--- src/rtl/cpu_pkg.sv ---
package cpu_pkg;

    typedef logic [31:0] data_t;     // Register and ALU word
    typedef logic [31:0] pc_t;       // Byte address of an instruction
    typedef logic [31:0] inst_t;
    typedef logic [3:0]  reg_idx_t;  // Sixteen registers
    typedef logic [15:0] imm_t;
    typedef logic [9:0]  ledr_t;
    typedef logic [23:0] hex_t;

    localparam pc_t inst_size = 32'd4;

    // Primary opcode, inst[31:26]
    typedef enum logic [5:0] {
        OP1_ALUR = 6'b000000,
        OP1_BEQ  = 6'b001000,
        OP1_BLT  = 6'b001001,
        OP1_BLE  = 6'b001010,
        OP1_BNE  = 6'b001011,
        OP1_JAL  = 6'b001100,
        OP1_SW   = 6'b011010,
        OP1_ADDI = 6'b100000,
        OP1_ANDI = 6'b100100,
        OP1_ORI  = 6'b100101,
        OP1_XORI = 6'b100110
    } op1_e;

    // Secondary opcode for ALUR, inst[25:18]
    typedef enum logic [7:0] {
        OP2_EQ   = 8'b00001000,
        OP2_LT   = 8'b00001001,
        OP2_LE   = 8'b00001010,
        OP2_NE   = 8'b00001011,
        OP2_ADD  = 8'b00100000,
        OP2_AND  = 8'b00100100,
        OP2_OR   = 8'b00100101,
        OP2_XOR  = 8'b00100110,
        OP2_SUB  = 8'b00101000,
        OP2_NAND = 8'b00101100,
        OP2_NOR  = 8'b00101101,
        OP2_NXOR = 8'b00101110,
        OP2_RSHF = 8'b00110000,
        OP2_LSHF = 8'b00110001
    } op2_e;

    typedef struct packed {
        logic     valid;
        op1_e     op1;
        op2_e     op2;
        pc_t      pc_plus;
        data_t    rs_val;
        data_t    rt_val;
        data_t    imm;       // Already sign-extended
        reg_idx_t dst;
        logic     wr_reg;
        logic     is_store;
    } id_ex_t;

    typedef struct packed {
        logic     wr_reg;
        reg_idx_t dst;
        data_t    result;
        logic     st_en;
        data_t    st_addr;
        data_t    st_data;
    } ex_wb_t;

    typedef struct packed {
        logic taken;
        pc_t  target;
    } redirect_t;

    // One bypass source
    typedef struct packed {
        logic     wr_reg;
        reg_idx_t dst;
        data_t    value;
    } fwd_t;

endpackage

--- src/rtl/fetch_stage.sv ---
module fetch_stage #(
    parameter cpu_pkg::pc_t START_PC = 32'h100
) (
    input  logic               clk,
    input  logic               reset,
    input  cpu_pkg::redirect_t redirect,
    output cpu_pkg::pc_t       imem_addr,
    input  cpu_pkg::inst_t     imem_data,
    output cpu_pkg::inst_t     fetch_inst,
    output cpu_pkg::pc_t       fetch_pc_plus,
    output logic               fetch_valid
);

    cpu_pkg::pc_t pc;
    cpu_pkg::pc_t pc_next;
    cpu_pkg::pc_t inflight_pc_plus;  // pc_plus of the word the ROM returns now
    logic         inflight_valid;

    assign pc_next = pc + cpu_pkg::inst_size;

    always_ff @(posedge clk or posedge reset) begin
        if (reset) begin
            pc             <= START_PC;
            inflight_valid <= 1'b0;
        end else begin
            pc             <= redirect.taken ? redirect.target : pc_next;
            inflight_valid <= !redirect.taken;  // Word fetched on the wrong path
        end
    end

    always_ff @(posedge clk) begin
        inflight_pc_plus <= pc_next;
    end

    assign imem_addr     = pc;
    assign fetch_inst    = imem_data;
    assign fetch_pc_plus = inflight_pc_plus;
    assign fetch_valid   = inflight_valid;

endmodule

--- src/rtl/decode_stage.sv ---
module decode_stage (
    input  logic               clk,
    input  logic               reset,
    input  cpu_pkg::inst_t     fetch_inst,
    input  cpu_pkg::pc_t       fetch_pc_plus,
    input  logic               fetch_valid,
    input  cpu_pkg::redirect_t redirect,
    input  cpu_pkg::fwd_t      ex_fwd,
    input  cpu_pkg::fwd_t      wb_fwd,
    output cpu_pkg::id_ex_t    id_ex
);

    cpu_pkg::op1_e     op1;
    cpu_pkg::op2_e     op2;
    cpu_pkg::reg_idx_t rd;
    cpu_pkg::reg_idx_t rs;
    cpu_pkg::reg_idx_t rt;
    cpu_pkg::imm_t     imm;
    logic              known_op;
    logic              writes_reg;
    logic              inst_valid;
    cpu_pkg::data_t    regs [2**$bits(cpu_pkg::reg_idx_t)];
    cpu_pkg::id_ex_t   id_ex_d;

    // Youngest producer wins, then the register file
    function automatic cpu_pkg::data_t bypass(
        input cpu_pkg::reg_idx_t idx,
        input cpu_pkg::fwd_t     ex_src,
        input cpu_pkg::fwd_t     wb_src,
        input cpu_pkg::data_t    rf_val
    );
        if (ex_src.wr_reg && ex_src.dst == idx)
            return ex_src.value;
        if (wb_src.wr_reg && wb_src.dst == idx)
            return wb_src.value;
        return rf_val;
    endfunction

    assign op1 = cpu_pkg::op1_e'(fetch_inst[31:26]);
    assign op2 = cpu_pkg::op2_e'(fetch_inst[25:18]);
    assign imm = fetch_inst[23:8];
    assign rd  = fetch_inst[11:8];
    assign rs  = fetch_inst[7:4];
    assign rt  = fetch_inst[3:0];

    always_comb begin
        known_op   = 1'b1;
        writes_reg = 1'b0;
        case (op1)
            cpu_pkg::OP1_ALUR, cpu_pkg::OP1_JAL,
            cpu_pkg::OP1_ADDI, cpu_pkg::OP1_ANDI,
            cpu_pkg::OP1_ORI,  cpu_pkg::OP1_XORI: writes_reg = 1'b1;
            cpu_pkg::OP1_BEQ,  cpu_pkg::OP1_BLT,
            cpu_pkg::OP1_BLE,  cpu_pkg::OP1_BNE,
            cpu_pkg::OP1_SW:                      writes_reg = 1'b0;
            default:                              known_op   = 1'b0;
        endcase
    end

    // Zero word or unknown opcode becomes a bubble
    assign inst_valid = fetch_valid && known_op && (fetch_inst != '0);

    always_comb begin
        id_ex_d          = '0;
        id_ex_d.valid    = inst_valid;
        id_ex_d.op1      = op1;
        id_ex_d.op2      = op2;
        id_ex_d.pc_plus  = fetch_pc_plus;
        id_ex_d.rs_val   = bypass(rs, ex_fwd, wb_fwd, regs[rs]);
        id_ex_d.rt_val   = bypass(rt, ex_fwd, wb_fwd, regs[rt]);
        id_ex_d.imm      = {{16{imm[15]}}, imm};
        id_ex_d.dst      = (op1 == cpu_pkg::OP1_ALUR) ? rd : rt;
        id_ex_d.wr_reg   = inst_valid && writes_reg;
        id_ex_d.is_store = inst_valid && (op1 == cpu_pkg::OP1_SW);
    end

    // Register file written at the end of write-back
    always_ff @(posedge clk or posedge reset) begin
        if (reset) begin
            for (int i = 0; i < $size(regs); i++)
                regs[i] <= '0;
        end else if (wb_fwd.wr_reg) begin
            regs[wb_fwd.dst] <= wb_fwd.value;
        end
    end

    always_ff @(posedge clk or posedge reset) begin
        if (reset)
            id_ex <= '0;
        else if (redirect.taken)
            id_ex <= '0;  // Flush the younger instruction
        else
            id_ex <= id_ex_d;
    end

endmodule

--- src/rtl/alu_unit.sv ---
module alu_unit (
    input  cpu_pkg::id_ex_t id_ex,
    output cpu_pkg::data_t  alu_result
);

    cpu_pkg::data_t a;
    cpu_pkg::data_t b;

    assign a = id_ex.rs_val;
    // Immediate forms take the sign-extended field
    assign b = (id_ex.op1 == cpu_pkg::OP1_ALUR) ? id_ex.rt_val : id_ex.imm;

    always_comb begin
        alu_result = '0;
        case (id_ex.op1)
            cpu_pkg::OP1_ALUR: begin
                case (id_ex.op2)
                    cpu_pkg::OP2_EQ:   alu_result = cpu_pkg::data_t'(a == b);
                    cpu_pkg::OP2_LT:   alu_result = cpu_pkg::data_t'($signed(a) < $signed(b));
                    cpu_pkg::OP2_LE:   alu_result = cpu_pkg::data_t'($signed(a) <= $signed(b));
                    cpu_pkg::OP2_NE:   alu_result = cpu_pkg::data_t'(a != b);
                    cpu_pkg::OP2_ADD:  alu_result = a + b;
                    cpu_pkg::OP2_AND:  alu_result = a & b;
                    cpu_pkg::OP2_OR:   alu_result = a | b;
                    cpu_pkg::OP2_XOR:  alu_result = a ^ b;
                    cpu_pkg::OP2_SUB:  alu_result = a - b;
                    cpu_pkg::OP2_NAND: alu_result = ~(a & b);
                    cpu_pkg::OP2_NOR:  alu_result = ~(a | b);
                    cpu_pkg::OP2_NXOR: alu_result = ~(a ^ b);
                    cpu_pkg::OP2_RSHF: alu_result = $signed(a) >>> b;  // Sign fill
                    cpu_pkg::OP2_LSHF: alu_result = a << b;
                    default:           alu_result = '0;
                endcase
            end
            cpu_pkg::OP1_ADDI,
            cpu_pkg::OP1_SW:   alu_result = a + b;  // SW gives its address
            cpu_pkg::OP1_ANDI: alu_result = a & b;
            cpu_pkg::OP1_ORI:  alu_result = a | b;
            cpu_pkg::OP1_XORI: alu_result = a ^ b;
            default:           alu_result = '0;
        endcase
    end

endmodule

--- src/rtl/branch_unit.sv ---
module branch_unit (
    input  cpu_pkg::id_ex_t    id_ex,
    output cpu_pkg::redirect_t redirect
);

    logic           cond;
    cpu_pkg::data_t offset;
    cpu_pkg::data_t base;

    assign offset = id_ex.imm << 2;  // Word offset

    always_comb begin
        case (id_ex.op1)
            cpu_pkg::OP1_BEQ: cond = (id_ex.rs_val == id_ex.rt_val);
            cpu_pkg::OP1_BLT: cond = ($signed(id_ex.rs_val) < $signed(id_ex.rt_val));
            cpu_pkg::OP1_BLE: cond = ($signed(id_ex.rs_val) <= $signed(id_ex.rt_val));
            cpu_pkg::OP1_BNE: cond = (id_ex.rs_val != id_ex.rt_val);
            cpu_pkg::OP1_JAL: cond = 1'b1;
            default:          cond = 1'b0;
        endcase
    end

    // JAL is register relative, branches are PC relative
    assign base = (id_ex.op1 == cpu_pkg::OP1_JAL) ? id_ex.rs_val : id_ex.pc_plus;

    assign redirect.taken  = id_ex.valid && cond;
    assign redirect.target = base + offset;

endmodule

--- src/rtl/execute_stage.sv ---
module execute_stage (
    input  logic               clk,
    input  logic               reset,
    input  cpu_pkg::id_ex_t    id_ex,
    output cpu_pkg::redirect_t redirect,
    output cpu_pkg::fwd_t      ex_fwd,
    output cpu_pkg::ex_wb_t    ex_wb
);

    cpu_pkg::data_t  alu_result;
    cpu_pkg::data_t  result;
    cpu_pkg::ex_wb_t ex_wb_d;

    alu_unit u_alu (
        .id_ex      (id_ex),
        .alu_result (alu_result)
    );

    branch_unit u_branch (
        .id_ex    (id_ex),
        .redirect (redirect)
    );

    // JAL writes its return address
    assign result = (id_ex.op1 == cpu_pkg::OP1_JAL) ? id_ex.pc_plus : alu_result;

    assign ex_fwd.wr_reg = id_ex.wr_reg;
    assign ex_fwd.dst    = id_ex.dst;
    assign ex_fwd.value  = result;

    always_comb begin
        ex_wb_d.wr_reg  = id_ex.wr_reg;
        ex_wb_d.dst     = id_ex.dst;
        ex_wb_d.result  = result;
        ex_wb_d.st_en   = id_ex.is_store;
        ex_wb_d.st_addr = alu_result;
        ex_wb_d.st_data = id_ex.rt_val;
    end

    // The executing instruction itself is never flushed
    always_ff @(posedge clk or posedge reset) begin
        if (reset)
            ex_wb <= '0;
        else
            ex_wb <= ex_wb_d;
    end

endmodule

--- src/rtl/writeback_io.sv ---
module writeback_io #(
    parameter cpu_pkg::data_t ADDR_LEDR = 32'hFFFFF020,
    parameter cpu_pkg::data_t ADDR_HEX  = 32'hFFFFF000
) (
    input  logic             clk,
    input  logic             reset,
    input  cpu_pkg::ex_wb_t  ex_wb,
    output cpu_pkg::fwd_t    wb_fwd,
    output cpu_pkg::ledr_t   ledr,
    output cpu_pkg::hex_t    hex
);

    logic hit_ledr;
    logic hit_hex;

    // Register write request doubling as the older bypass source
    assign wb_fwd.wr_reg = ex_wb.wr_reg;
    assign wb_fwd.dst    = ex_wb.dst;
    assign wb_fwd.value  = ex_wb.result;

    // Stores elsewhere are dropped
    assign hit_ledr = ex_wb.st_en && (ex_wb.st_addr == ADDR_LEDR);
    assign hit_hex  = ex_wb.st_en && (ex_wb.st_addr == ADDR_HEX);

    always_ff @(posedge clk or posedge reset) begin
        if (reset)
            ledr <= '0;
        else if (hit_ledr)
            ledr <= cpu_pkg::ledr_t'(ex_wb.st_data);  // Low 10 bits
    end

    always_ff @(posedge clk or posedge reset) begin
        if (reset)
            hex <= 24'hFEDEAD;  // Power-up pattern
        else if (hit_hex)
            hex <= cpu_pkg::hex_t'(ex_wb.st_data);
    end

endmodule

--- src/rtl/cpu_top.sv ---
module cpu_top #(
    parameter cpu_pkg::pc_t   START_PC  = 32'h100,
    parameter cpu_pkg::data_t ADDR_HEX  = 32'hFFFFF000,
    parameter cpu_pkg::data_t ADDR_LEDR = 32'hFFFFF020
) (
    input  logic           clk,
    input  logic           reset,
    output cpu_pkg::pc_t   imem_addr,
    input  cpu_pkg::inst_t imem_data,
    output cpu_pkg::ledr_t ledr,
    output cpu_pkg::hex_t  hex
);

    cpu_pkg::inst_t     fetch_inst;
    cpu_pkg::pc_t       fetch_pc_plus;
    logic               fetch_valid;
    cpu_pkg::redirect_t redirect;
    cpu_pkg::id_ex_t    id_ex;
    cpu_pkg::ex_wb_t    ex_wb;
    cpu_pkg::fwd_t      ex_fwd;
    cpu_pkg::fwd_t      wb_fwd;

    fetch_stage #(
        .START_PC (START_PC)
    ) u_fetch (
        .clk           (clk),
        .reset         (reset),
        .redirect      (redirect),
        .imem_addr     (imem_addr),
        .imem_data     (imem_data),
        .fetch_inst    (fetch_inst),
        .fetch_pc_plus (fetch_pc_plus),
        .fetch_valid   (fetch_valid)
    );

    decode_stage u_decode (
        .clk           (clk),
        .reset         (reset),
        .fetch_inst    (fetch_inst),
        .fetch_pc_plus (fetch_pc_plus),
        .fetch_valid   (fetch_valid),
        .redirect      (redirect),
        .ex_fwd        (ex_fwd),
        .wb_fwd        (wb_fwd),
        .id_ex         (id_ex)
    );

    execute_stage u_execute (
        .clk      (clk),
        .reset    (reset),
        .id_ex    (id_ex),
        .redirect (redirect),
        .ex_fwd   (ex_fwd),
        .ex_wb    (ex_wb)
    );

    writeback_io #(
        .ADDR_LEDR (ADDR_LEDR),
        .ADDR_HEX  (ADDR_HEX)
    ) u_writeback (
        .clk    (clk),
        .reset  (reset),
        .ex_wb  (ex_wb),
        .wb_fwd (wb_fwd),
        .ledr   (ledr),
        .hex    (hex)
    );

endmodule

--- config.mk ---
export PLATFORM = sky130hd
export DESIGN_NAME = cpu_top
export DESIGN_NICKNAME = d
export VERILOG_FILES = /design/src/rtl/cpu_pkg.sv /design/src/rtl/fetch_stage.sv /design/src/rtl/decode_stage.sv /design/src/rtl/alu_unit.sv /design/src/rtl/branch_unit.sv /design/src/rtl/execute_stage.sv /design/src/rtl/writeback_io.sv /design/src/rtl/cpu_top.sv
export SDC_FILE = /design/constraint.sdc
export NUM_CORES = 2
export LEC_CHECK = 0
export ABC_CLOCK_PERIOD_IN_PS = 69400
export BUFFER_PORTS_ARGS = -buffer_cell sky130_fd_sc_hd__buf_2
export CORE_MARGIN = 2
export CORE_UTILIZATION = 45
export CTS_CLUSTER_SIZE = 24
export DETAILED_ROUTE_END_ITERATION = 16
export SLEW_MARGIN = 20
export SYNTH_ARGS = -nofsm -noshare
export SYNTH_HDL_FRONTEND = slang
export SYNTH_SLANG_ARGS = --single-unit
--- constraint.sdc ---
create_clock -name clk -period 69.4 [get_ports clk]
set_clock_uncertainty 0.1 [all_clocks]
set_input_delay 10.41 -clock clk [delete_from_list [all_inputs] [get_ports clk]]
set_output_delay 10.41 -clock clk [all_outputs]
set_load 0.005 [all_outputs]
---- Word level (Yosys, flattened, before mapping) ----
Cells that the tools add are included.
word-level totals
  input port bits ......................... 34
  logic and storage cells ................. 157
  register bits ........................... 854
operators by class
  equal/unequal tests ..................... 44
  mux-type cells .......................... 34
  $lt $le $gt $ge ......................... 8
  shift-type cells ........................ 2
  bitwise operators ....................... 9
  add/subtract/negate cells ............... 4
  reduce and logical (&&, ||, !) cells .... 19
operator list
  cell                     number
  $mux W32                 17
  $bwmux W512              1
  $pmux W32 S14            1
  $bmux W32 S4             2
  $pmux W32 S5             1
  $mux W149                1
  $demux W32 S4            1
  $not A32 Y32             3
  $eq A8 B6 Y1 const B     10
  $add A32 B32 Y32         2
  $eq A32 B32 Y1           2
  $eq A32 B32 Y1 const B   2
  $le A32 B32 Y1           2
  $lt A32 B32 Y1           2
  $ne A32 B32 Y1           2
  $eq A6 B4 Y1 const B     10
  $eq A6 B6 Y1 const B     8
  $add A32 B3 Y32 const B  1
  $and A32 B32 Y32         1
  $eq A8 B4 Y1 const B     4
  $or A32 B32 Y32          1
  $reduce_bool A32 Y1      1
  $shl A32 B32 Y32         1
  $sshr A32 B32 Y32        1
  other kinds (16)         43

---- Logic depth before layout (Yosys ltp) ----
  depth after elaboration ................. 12
  gate-level depth with buffers ........... 24

---- Cells and area by module ----
Synthesis repeated with hierarchy kept, for this count alone.
second synthesis, totals
  cell total of the unflattened synthesis .. 5208
  area total of the unflattened synthesis .. 54847.6 um2
modules (own cells, without submodules)
  module         times used  cells an instance  sequential area each (um2)  area each (um2)
  decode_stage   1           2390               15990.3                     32661.3
  alu_unit       1           1912               0.0                         11584.9
  execute_stage  1           145                2552.4                      3116.7
  branch_unit    1           374                0.0                         2889.0
  fetch_stage    1           267                1467.7                      2839.0
  writeback_io   1           120                873.3                       1756.7

---- Least setup slack after synthesis ----
Ideal clock, no wire load.
  path kind ............................... input to register
  start point ............................. in imem_data[0]
  end point ............................... reg, netlist name u_decode.id_ex[54]
  cell stages on the path ................. 8
  arrival time ............................ 13005 ps
  path slack .............................. 56159 ps
  buffers on the path ..................... 3
  path through ............................ clkbuf_1 -> buf_1 -> xor2_1 -> nor4_1 -> clkbuf_1 -> mux2_2 -> o21ai_0 -> a21oi_1
on the way
  word-level cells in the longest chain between the ends .. 7
  elaborated cells on any way between the ends .. 15
ends and longest elaborated chain
  item                                                                    line                                    source
  start: declaration                                                      cpu_top.sv:9                            input cpu_pkg::inst_t imem_data,
  $not A4 Y5 (implied by the code) or $eq A4 B4 Y1 (tied branches)        decode_stage.sv:70, decode_stage.sv:34
  $bmux W32 S4 or $logic_and A1 B1 Y1 (tied branches)                     decode_stage.sv:70, decode_stage.sv:34
  $mux W32 (implied by the code) or $mux W1 (tied branches) (2 in a row)  decode_stage.sv:70, decode_stage.sv:34
  $mux W32                                                                decode_stage.sv:36                      return rf_val;
  $mux W32 (*)                                                            decode_stage.sv:34                      if (wb_src.wr_reg && wb_src.dst == idx)
  $mux W149 (*)                                                           decode_stage.sv:90                      else if (redirect.taken)
Mark *: on every way between the ends. The rest lies on a longest branch, timed or not. The select of a mux whose other input is x is not followed.
A chain may end at the register's enable or synchronous reset.

---- Worst setup path after layout ----
  start point ............................. in imem_data[1]
  end point ............................... reg, netlist name u_decode.id_ex[38]
on the way
  word-level cells in the longest chain between the ends .. 7
  elaborated cells on any way between the ends .. 15
ends and longest elaborated chain
  item                                                                    line
  $not A4 Y5 (implied by the code) or $eq A4 B4 Y1 (tied branches)        decode_stage.sv:70, decode_stage.sv:34
  $bmux W32 S4 or $logic_and A1 B1 Y1 (tied branches)                     decode_stage.sv:70, decode_stage.sv:34
  $mux W32 (implied by the code) or $mux W1 (tied branches) (2 in a row)  decode_stage.sv:70, decode_stage.sv:34
  $mux W32                                                                decode_stage.sv:36
  $mux W32 (*)                                                            decode_stage.sv:34
  $mux W149 (*)                                                           decode_stage.sv:90
Marks and branches as above.

==> metrics.md <==
| Metric | Value |
|---|---|
| Pre-antenna DRT Iters | 6 |
| CTS H-tree depth | 3 |
| Post-Synthesis Cells | 4703 |
| Largest net degree at the start of global routing | 160 |
| Die height | 346.2 um |
| Worst Slack Setup Final | 56.16 ns |
| IO Port Bufs | 99 |
| GPL Wtd Cong | 1.069 |
| IO Pins | 100 |
| PD cells | 23.32 nW/um2 |
| Post-CTS Resized | 0 |
| Worst Hold Class | register to register |
| Vias in the first global route | 41559 |
| Critical Path Sink | u_decode.id_ex[38] |
| Full die area | 119900 um2 |
| R2r endpoint | u_decode.id_ex[70] |
| Root Buffer Master | clkbuf_16 |
| Final setup violation count | 0 |
| Reg2reg path depth | 18 |
| Endpoint kind of the worst setup timing path | register |
| CTS clock-pin slew for the worst setup and hold paths | 0.06 ns |
| DRC | 0 |
| Crit-path max FO | 89 |
| Hold Buf Count CTS | 0 |
| Final WL | 209500 um |
| Critical Path Start Type | primary input |
| Delay-heaviest family, CP | buffers and inverters |
| Avg Inst Size Synth | 11.21 um2 |
| Worst path required time | 69.89 ns |
| Seq/Total Area, Yosys | 39.25% |
| Std cell rows | 125 |
| Max-cap viol count | 0 |
| Worst-margin pin slew | 1.379 ns |
| Pleak | 26.46 nW |
| Via density | 6.764 |
| Hold Fails Final Rpt | 0 |
| Post-CTS Setup Bufs | 0 |
| Vias | 42388 |
| GRT overflow | 0 |
| Setup TNS | 0 ns |
| Worst Path Arrival | 13.73 ns |
| Die width | 346.2 um |
| Seq cells post-synth | 832 |
| Status | completed |
| Levels on crit path | 7 |
| Main synth FF type | dfrtp_1 |
| Synthesized area | 52700 um2 |
| Clk_lat worst skew | 0.71 ns |
| CP Cell Sequence | buf_6, buf_4, xnor2_1, and3_1, buf_4, a21oi_1, a221oi_1 |
| Tcrit/Tclk final | 19.07% |
| Initial antenna violation count | 9 |
| Final Max Slew Viols | 0 |
| Maximum clock path buffer count | 3 |
| Post-layout minimum cycle time | 13.24 ns |
| Fmax | 0.07554 GHz |
| Async SR Flop Fraction | 96.15% |
| Syn Nets | 4888 |
| Area grow syn2layout | 10.26% |
| DRT iter0 DRCs | 5255 |
| Reg2reg start | u_decode.id_ex[142] |
| Slowest cell on the critical path | and3_1 |
| Fin nets | 4835 |
| Crit path launch | imem_data[1] |
| CORE AREA | 116200 um2 |
| First-pass GRT wire length | 302400 um |
| Max_slew headroom | 7.306% |
| CP peak stage delay | 0.78 ns |
| CTS sink cnt | 832 |
| Share of cells above drive strength 1 | 29.65% |
| Initial Utilization | 45.35% |
| DP Wirelength | 144500 um |
| DP Worst Slack | 55.32 ns |
| Layout fillers | 10502 |
| RSZ-0062 raised after global routing | no |
| WS Path Type | primary input to register |
| Detail Route Antenna Nets | 0 |
| Synthesis Warnings | 0 |
| CTS tree | built |
| Wire per inst | 33.43 um |
| Buf/Inv on CP | 3 |
| EDFF count, synth | 0 |
| Most Frequent Cell on Critical Path | buf_4 |
| Worst IR Drop VDD | 0.00002355 V |
| Aggregate global-route resource usage | 34.64% |
| Yosys cell types | 103 |
| Reg2Reg Setup Slack | 62.02 ns |
| Clock buffer count from CTS | 92 |
| Hold Path Stages | 0 |
==> layout make-up <==
cell class / instances / area, um2 / share of cell area [%]
Timing Repair Buffer: 215 / 1469 / 2.528
Tap cell: 1524 / 1907 / 3.282
Clock buffer: 132 / 2613 / 4.496
Clock inverter: 41 / 625.6 / 1.077
Inverter: 191 / 724.4 / 1.247
Sequential cell: 832 / 20690 / 35.60
Antenna cell: 14 / 35.03 / 0.06029
Multi-Input combinational cell: 3318 / 30050 / 51.71
==> cells in the mapped netlist (all sizes together) (10+ instances only) <==
library cell / count / share of area, %
buf: 109 / 0.93
a31oi: 39 / 0.52
o2111ai: 11 / 0.18
nand2b: 30 / 0.36
dfxtp: 32 / 1.2
mux4: 325 / 14
or4: 10 / 0.16
a21oi: 224 / 2.1
mux2i: 92 / 1.7
o211a: 25 / 0.47
nor2: 188 / 1.3
a211o: 12 / 0.20
ha: 149 / 3.5
o211ai: 65 / 0.93
and3: 32 / 0.38
or2: 13 / 0.15
or3: 20 / 0.24
o21a: 23 / 0.33
o21bai: 18 / 0.26
a2111oi: 11 / 0.20
a21o: 62 / 0.88
o22ai: 51 / 0.61
xnor2: 89 / 1.5
a22oi: 13 / 0.19
nor2b: 25 / 0.30
nand4: 34 / 0.40
and2: 71 / 0.84
mux2: 615 / 13
nor3: 53 / 0.50
dfrtp: 781 / 37
a211oi: 47 / 0.68
dfstp: 19 / 0.95
o31ai: 28 / 0.42
nor4: 40 / 0.50
a221oi: 27 / 0.47
a221o: 12 / 0.23
inv: 191 / 1.4
o221ai: 20 / 0.38
nand3: 179 / 1.7
xor2: 48 / 0.80
a311oi: 10 / 0.17
nand2: 251 / 1.8
clkbuf: 253 / 1.8
o21ai: 260 / 2.5
==> per-layer routing <==
metal  share of wire [%]  global-route usage, %  wire length [um]  up-vias
met5              0.0095                      0                20        -
met4                 7.6                  22.86             15900        4
met3                 8.8                  7.144             18390      682
met2                  44                  52.63             93150     2312
met1                  39                  44.99             82070    21760
li1                    -                      -                 -    17630
==> metrics by stage <==
stage	power (mW)	utilization (%)	area (um2)	hold slack, ns	std cells
after CTS	1.357	49.92	58010	0.2645	6251
after floorplan	0.7336	-	52700	0.2312	4703
after detailed placement	0.8359	47.13	54770	0.2418	6078
after global placement	0.8341	47.13	54770	0.2551	6078
after global routing	1.405	49.98	58070	0.2755	6254
final	1.355	50.00	58110	0.2611	6267
==> power breakdown <==
part / internal, mW / total (mW) / switching (mW)
combinational: 0.105 / 0.260 / 0.155
sequential: 0.523 / 0.573 / 0.0505
clock: 0.303 / 0.521 / 0.218
==> logic make-up after synthesis <==
group / Yosys count / share of synthesized area (%)
adder cells (fa/ha/maj): 151 / 3.614
buffers and inverters: 553 / 4.088
AO/OA/AOI/OAI: 1029 / 12.96
multiplexers: 1032 / 28.78
AND/OR/NAND/NOR: 969 / 9.032
flip-flops: 832 / 39.25
XOR/XNOR: 137 / 2.277
==> state kept, by name, summed over array words and instances (netlist names) <==
name,cells
u_fetch.imem_addr,32
u_execute.ex_wb,94
u_writeback.hex,24
u_fetch.fetch_pc_plus,32
u_writeback.ledr,10
u_decode.regs,512
u_decode.id_ex,127
u_fetch.fetch_valid,1
==> worst min-delay path by stage <==
| stage | start | to | slack [ns] |
|---|---|---|---|
| after floorplan | u_decode.id_ex[0] | u_execute.ex_wb[64] | 0.23 |
| after global placement | u_decode.id_ex[0] | u_execute.ex_wb[64] | 0.26 |
| after detailed placement | u_decode.id_ex[0] | u_execute.ex_wb[64] | 0.24 |
| after CTS | u_decode.id_ex[0] | u_execute.ex_wb[64] | 0.26 |
| after global routing | u_decode.id_ex[0] | u_execute.ex_wb[64] | 0.28 |
| final | u_decode.id_ex[0] | u_execute.ex_wb[64] | 0.26 |
==> cells in the final DEF (no fill, tap or decap), types with 89 or more instances in the layout <==
master | synthesis | layout
mux2_2 | 614 | 614
dfrtp_1 | 781 | 777
clkbuf_16 | 0 | 92
inv_1 | 187 | 186
mux2i_1 | 92 | 92
buf_2 | 27 | 93
o21ai_0 | 231 | 231
nor2_1 | 187 | 176
nand3_1 | 179 | 179
ha_1 | 149 | 149
buf_4 | 6 | 114
nand2_1 | 251 | 249
mux4_2 | 325 | 325
xnor2_1 | 89 | 89
a21oi_1 | 223 | 222
Power figures use the tool's default switching activity.
